==> src/icache_config.svh <==
`ifndef ICACHE_CONFIG_SVH
`define ICACHE_CONFIG_SVH

// address and instruction word width
`define ICACHE_ADDR_W 32

// direct mapped, one line per index
`define ICACHE_LINES 64

// words fetched from memory per refill
`define ICACHE_WORDS 4

// byte select bits below the word offset
`define ICACHE_BYTE_BITS 2

// tag width follows from the fields below it
`define ICACHE_TAG_W \
    (`ICACHE_ADDR_W - $clog2(`ICACHE_LINES) - $clog2(`ICACHE_WORDS) - `ICACHE_BYTE_BITS)

`endif

==> src/icache_pkg.sv <==
`default_nettype none
`include "icache_config.svh"

package icache_pkg;

    typedef logic [`ICACHE_ADDR_W-1:0]          word_t;
    typedef logic [$clog2(`ICACHE_LINES)-1:0]   index_t;
    typedef logic [$clog2(`ICACHE_WORDS)-1:0]   offset_t;
    typedef logic [`ICACHE_TAG_W-1:0]           tag_t;

    // processor fetch port
    typedef struct packed {
        logic  valid;
        word_t addr;
    } fetch_req_t;

    typedef struct packed {
        logic  ready;
        word_t data;
    } fetch_resp_t;

    // memory side, one word per beat
    typedef struct packed {
        logic  valid;
        word_t addr;
    } mem_req_t;

    typedef struct packed {
        logic  ready;
        word_t data;
    } mem_resp_t;

    typedef enum logic [1:0] {IDLE, LOOKUP, REFILL, FLUSH} ctrl_state_t;

endpackage

`default_nettype wire

==> src/icache_ctrl.sv <==
`timescale 1ns/1ps
`default_nettype none
`include "icache_config.svh"

module icache_ctrl (
    input  logic                    clk,
    input  logic                    rst,
    input  icache_pkg::fetch_req_t  fetch_req,
    output icache_pkg::fetch_resp_t fetch_resp,
    output icache_pkg::mem_req_t    mem_req,
    input  icache_pkg::mem_resp_t   mem_resp,
    input  logic                    flush,
    input  logic                    hit,
    input  icache_pkg::word_t       rd_data,
    output icache_pkg::index_t      rd_index,
    output icache_pkg::offset_t     rd_offset,
    output icache_pkg::tag_t        req_tag,
    output logic                    wr_en,
    output icache_pkg::offset_t     wr_offset,
    output icache_pkg::word_t       wr_word,
    output logic                    tag_wr,
    output logic                    clear_all
);
    localparam int OFF_LSB = `ICACHE_BYTE_BITS;
    localparam int IDX_LSB = OFF_LSB + $bits(icache_pkg::offset_t);
    localparam int TAG_LSB = IDX_LSB + $bits(icache_pkg::index_t);
    localparam icache_pkg::offset_t LAST_BEAT = icache_pkg::offset_t'(`ICACHE_WORDS - 1);

    icache_pkg::ctrl_state_t state;
    icache_pkg::ctrl_state_t state_next;
    icache_pkg::word_t       req_addr;
    icache_pkg::index_t      held_index;
    icache_pkg::offset_t     held_offset;
    icache_pkg::offset_t     beat;
    logic                    mem_valid;
    logic                    beat_done;
    logic                    resp_ready;
    icache_pkg::word_t       resp_data;

    assign held_index  = req_addr[TAG_LSB-1:IDX_LSB];
    assign held_offset = req_addr[IDX_LSB-1:OFF_LSB];
    assign req_tag     = req_addr[`ICACHE_ADDR_W-1:TAG_LSB];

    // arrays are read on the edge leaving IDLE, before the address is held
    assign rd_index  = (state == icache_pkg::IDLE) ? fetch_req.addr[TAG_LSB-1:IDX_LSB]
                                                   : held_index;
    assign rd_offset = (state == icache_pkg::IDLE) ? fetch_req.addr[IDX_LSB-1:OFF_LSB]
                                                   : held_offset;

    assign beat_done = mem_valid && mem_resp.ready;

    always_comb
    begin
        state_next = state;
        case (state)
            icache_pkg::IDLE:
                // ignore the request still held during its own ready cycle
                if (flush)
                    state_next = icache_pkg::FLUSH;
                else if (fetch_req.valid && !resp_ready)
                    state_next = icache_pkg::LOOKUP;
            icache_pkg::LOOKUP:
                state_next = hit ? icache_pkg::IDLE : icache_pkg::REFILL;
            icache_pkg::REFILL:
                // one settle cycle after the last beat so the new tag is read
                if (!mem_valid)
                    state_next = icache_pkg::LOOKUP;
            icache_pkg::FLUSH:
                state_next = icache_pkg::IDLE;
            default:
                state_next = icache_pkg::IDLE;
        endcase
    end

    always_ff @(posedge clk)
    begin
        if (rst)
        begin
            state      <= icache_pkg::IDLE;
            mem_valid  <= 1'b0;
            beat       <= '0;
            resp_ready <= 1'b0;
        end
        else
        begin
            state      <= state_next;
            resp_ready <= (state == icache_pkg::LOOKUP) && hit;
            if (state == icache_pkg::LOOKUP && !hit)
                mem_valid <= 1'b1;
            else if (beat_done && beat == LAST_BEAT)
                mem_valid <= 1'b0;
            if (beat_done)
                beat <= beat + 1'b1;
        end
    end

    always_ff @(posedge clk)
    begin
        if (state == icache_pkg::IDLE)
            req_addr <= fetch_req.addr;
        if (state == icache_pkg::LOOKUP && hit)
            resp_data <= rd_data;
    end

    assign mem_req = '{valid: mem_valid,
                       addr: {req_tag, held_index, beat, {`ICACHE_BYTE_BITS{1'b0}}}};
    assign fetch_resp = '{ready: resp_ready, data: resp_data};

    assign wr_en     = beat_done;
    assign wr_offset = beat;
    assign wr_word   = mem_resp.data;
    assign tag_wr    = beat_done && (beat == LAST_BEAT);
    assign clear_all = (state == icache_pkg::FLUSH);

endmodule

`default_nettype wire

==> config.mk <==
export PLATFORM = sky130hd
export DESIGN_NAME = icache_ctrl
export DESIGN_NICKNAME = d
export VERILOG_FILES = /design/src/icache_pkg.sv /design/src/icache_ctrl.sv
export VERILOG_INCLUDE_DIRS = /design/src /design/src/src
export SDC_FILE = /design/constraint.sdc
export NUM_CORES = 1
export LEC_CHECK = 0
export ABC_CLOCK_PERIOD_IN_PS = 3850
export BUFFER_PORTS_ARGS = -buffer_cell sky130_fd_sc_hd__clkbuf_2
export CAP_MARGIN = 20
export CORE_ASPECT_RATIO = 1.25
export CORE_MARGIN = 2
export CORE_UTILIZATION = 35
export DETAILED_ROUTE_END_ITERATION = 8
export PLACE_DENSITY = 0.73
export SLEW_MARGIN = 0
export SYNTH_ARGS = -nofsm -noshare
export SYNTH_HDL_FRONTEND = slang
export SYNTH_SLANG_ARGS = --single-unit
==> constraint.sdc <==
create_clock -name clk -period 3.85 [get_ports clk]
set_input_delay 0.385 -clock clk [delete_from_list [all_inputs] [get_ports clk]]
set_output_delay 0.385 -clock clk [all_outputs]
set_load 0.05 [all_outputs]
---- Word-level counts from Yosys, hierarchy flattened ----
Cells that the tools add are included.
W data, S select, Z words.
storage, ports and cells
  register bits after elaboration ......... 70
  latch bits .............................. 0
  RAM bits ................................ 0
  bits in read-only memories .............. 0
  input port bits ......................... 102
  output and inout port bits .............. 133
  memories kept ........................... 0
cells by class
  add/subtract/negate cells ............... 1
  multiply operators ...................... 0
  divide/modulo/power cells ............... 0
  $lt $le $gt $ge ......................... 0
  equality and inequality tests ........... 6
  shifts and indexed selects .............. 0
  muxes and demuxes ....................... 9
  bitwise logic cells ..................... 0
  reduce and logical (&&, ||, !) cells .... 10
operators by type and width
  kind                   number
  $mux W2                5
  $pmux W2 S4            1
  $eq A2 B2 Y1 const B   3
  $mux W6                1
  $logic_and A1 B1 Y1    5
  $ne A3 B2 Y1 const B   1
  $add A2 B1 Y2 const B  1
  $eq A2 B1 Y1 const B   1
  $logic_not A1 Y1       2
  $logic_not A2 Y1       1
  $mux W1                2
  $ne A2 B2 Y1 const B   1
  $reduce_and A2 Y1      1
  $reduce_bool A2 Y1     1

---- Longest topological paths before layout ----
  word-level depth ........................ 5
  depth in mapped cells ................... 4
  gate-level depth less buffers ........... 4

---- Worst setup path after synthesis ----
No wires, ideal clock.
  path type ............................... reg-to-reg
  from .................................... register state[0]
  to ...................................... register resp_data[0], enable pin
  setup time .............................. 0.469 ns
  arrival ................................. 2.896 ns
  path slack .............................. 0.485 ns
  stages on the path, launching flop included .. 3
  path through ............................ dfxtp_1 -> inv_1 -> nor3b_1
between the ends
  longest elaborated chain between the ends .. 2
ends and longest elaborated chain
  element                 RTL line            text
  from (decl)             icache_ctrl.sv:29   icache_pkg::ctrl_state_t state;
  from (signal assigned)  icache_ctrl.sv:79   state <= icache_pkg::IDLE;
  from (signal assigned)  icache_ctrl.sv:86   state <= state_next;
  $eq A2 B1 Y1            icache_ctrl.sv:101  if (state == icache_pkg::LOOKUP && hit)
  $logic_and A1 B1 Y1     icache_ctrl.sv:101
  to (signal assigned)    icache_ctrl.sv:102  resp_data <= rd_data;
  to (decl)               icache_ctrl.sv:38   icache_pkg::word_t resp_data;
Every way passes these cells.
A chain may end at the register's enable or synchronous reset.

---- Worst setup path in the final report ----
  from .................................... register state[1]
  to ...................................... output rd_index[0]
between the ends
  longest elaborated chain between the ends .. 2
ends and longest elaborated chain
  element           RTL line           text
  $logic_not A2 Y1  icache_ctrl.sv:45  assign rd_index = (state == icache_pkg::IDLE) ? fetch_req.addr[TAG_LSB-1:IDX_LSB]
  $mux W6           icache_ctrl.sv:45
  to (decl)         icache_ctrl.sv:15  output icache_pkg::index_t rd_index,
Every way passes these cells.

==> reports/metrics.yaml <==
grt_antenna_before_repair: 0
synthTopCellsByCount: "88 x buf_4, 62 x edfxtp_1, 9 x mux2_2"
fin_crit_ps: 2250
yosysTopAreaCell: "edfxtp_1"
drive_gt1_frac: 0.6783
reg2reg_depth: 2
tns_ps: 0
io_pins: 235
wire_per_inst_um: 14.38
finalPower_w: 0.001924
gr-usage-all-layers: 0.1220
nNetsFinal: 384
cts_buffers: 9
cts_num_sinks: 68
maxCapViolCount: 0
rsz0062_at_grt: "no"
reg2reg_from: "state[1]"
die-area_sq_mm: 0.008998
async_flop_share: 0
synth.avg_cell_area_sq_um: 15.28
status: "finished clean"
multiInputGateArea_sq_um: 242.7
leakage_nw: 1.534
peakVddDrop_mv: 0.2742
relSlewSlack: 0.6048
path_clk_slew_ps: 80
synth_edf_count: 62
routed-via-count: 1642
die_h_um: 105.6
final_hold_viol_count: 0
cts_hold_buf: 0
num_antenna_cells: 0
crit_arrival_ps: 1860
worst_clock_skew_ps: 11.60
yosysMostFrequentCell: "buf_4"
r2r_slack_ps: 2240
cp-start-kind: "flop"
yosys_warnings: 0
required_ps: 3460
grt_pass1_wl_um: 7921
post_cts_resized: 0
yosys-top-cells-area: "edfxtp_1 64%, buf_4 23%, dfxtp_1 4.2%"
fp.dieW_um: 85.25
fmax_mhz: 444.5
overflow: 0
dr.pass1.iters: 4
fillers: 741
postCtsSetupBuffers: 0
ctsHtreeMaxLevel: 3
worstHoldEndpoint: "req_addr[24]"
final-seq-area_sq_mm: 0.001982
finalMaxSlewViolations: 0
hold_path.class: "input port to flop"
min_path_cells: 1
final-setup-viol-count: 0
worst_slew_pin_slew_ps: 577.8
vias_per_cell: 4.287
clock_path_buffers: 2
worstSetupEndpointType: "primary output"
cts-root-buf: "clkbuf_8"
ant_nets: 0
area_delta_synth_final_pct: 16.85
rows: 37
synthCells: 189
core_area_sq_mm: 0.008102
drt_wl_total_um: 5509
hp-start: "fetch_req[24]"
yosys.area.top_type_share: 0.6447
crit_type: "flop to primary output"
tritoncts: "yes"
ys_ff_latch: 68
grt_pass1_vias: 1662
drt-initial-drc-count: 59
floorplan.initialDensity: 0.3564
gp_congestion: 0.6982
r2r-end: "req_addr[14]"
portBuffers: 166
grt_max_degree: 34
synthFlopType: "edfxtp_1"
drc: 0
period_share: 0.5843
seq_area_frac_synth: 0.6863
syn_area_sq_mm: 0.002888
synth_cell_types: 19
hpwl_um: 4379
cellPowerDensity_mw_per_mm2: 570.1
worstPathMaxFanout: 19
clk_latency_ps: 330
==> how the worst max path moves through the flow <==
stage	depth (start not counted)	endpoint	from
after CTS	3	rd_index[2]	state[1]
after global routing	3	rd_index[2]	state[1]
final	3	rd_index[0]	state[1]
after detailed placement	3	rd_index[0]	state[1]
after global placement	3	rd_index[2]	state[1]
after floorplan	2	resp_data[0]	state[0]
==> cell type report <==
cell class,instances,area share
Clock buffer,12,0.04301
Timing Repair Buffer,168,0.2506
Sequential cell,68,0.5873
Tap cell,97,0.03597
Clock inverter,4,0.007786
Multi-Input combinational cell,31,0.07193
Inverter,3,0.003337
==> metrics by stage <==
step           cell area (sq um)  hold slack (ps)  setup WS, ps  instances  utilization
5_1_grt                     3374            184.8          1464        383       0.4165
3_3_place_gp                3203            472.4          1963        367       0.3954
4_1_cts                     3374            197.2          1534        383       0.4165
3_5_place_dp                3203            511.3          1924        367       0.3954
2_1_floorplan               2892            454.1         484.9        190            -
6_report                    3374            222.6          1600        383       0.4165
==> critical path, cell delays in order, from the launching register on <==
cell and delay, ps:
dfxtp_1 400, nor2_4 490, mux2_2 400, clkbuf_2 240
==> sequential cells by signal, summed over array words and instances, names as in the netlist <==
signal / flops
wr_offset: 2
state: 2
req_addr: 30
resp_data: 32
mem_valid: 1
resp_ready: 1
==> layout by cell type (no fill, tap or decap) <==
cell type   count
mux2_2          9
clkbuf_1        2
nand2_1         3
clkinv_4        1
a2111oi_0       2
edfxtp_1       62
xor2_1          1
clkbuf_8       10
a21oi_1         3
buf_4           2
dfxtp_1         6
nor2b_1         1
clkinvlp_4      1
nor3b_2         1
nor2_1          2
nor3b_1         1
and2_2          1
nand3_1         1
nor2_4          1
inv_1           3
clkinv_2        2
clkbuf_2      166
conb_1          2
nor3_1          1
and3_1          1
ha_1            1
==> routing by layer <==
metal	GRT usage	routed length, um	vias up
met5	0	0	-
met2	0.1936	2759	119
met4	0.08730	241	0
met1	0.1169	1817	749
li1	-	-	749
met3	0.06891	690	25
==> where the power goes <==
group	switching, W	total, W	internal, W	leakage [nW]
Sequential	0.0000279	0.000906	0.000878	0.641
Clock	0.000255	0.000505	0.000251	0.0863
Combinational	0.000410	0.000513	0.000103	0.807
Total	0.000692	0.00192	0.00123	1.53
==> logic make-up (layout without fill, tap and decap cells) <==
| family | Yosys count | count (layout) | share of synthesized area |
|---|---|---|---|
| AND/OR/NAND/NOR | 13 | 13 | 0.02600 |
| XOR/XNOR | 1 | 1 | 0.003033 |
| multiplexers | 9 | 9 | 0.03510 |
| other | 1 | 2 | 0.001299 |
| flip-flops | 68 | 68 | 0.6863 |
| AO/OA/AOI/OAI | 5 | 5 | 0.01126 |
| buffers and inverters | 91 | 187 | 0.2327 |
| adder cells (fa/ha/maj) | 1 | 1 | 0.004332 |
No activity file was read; power rests on OpenSTA's default activity.
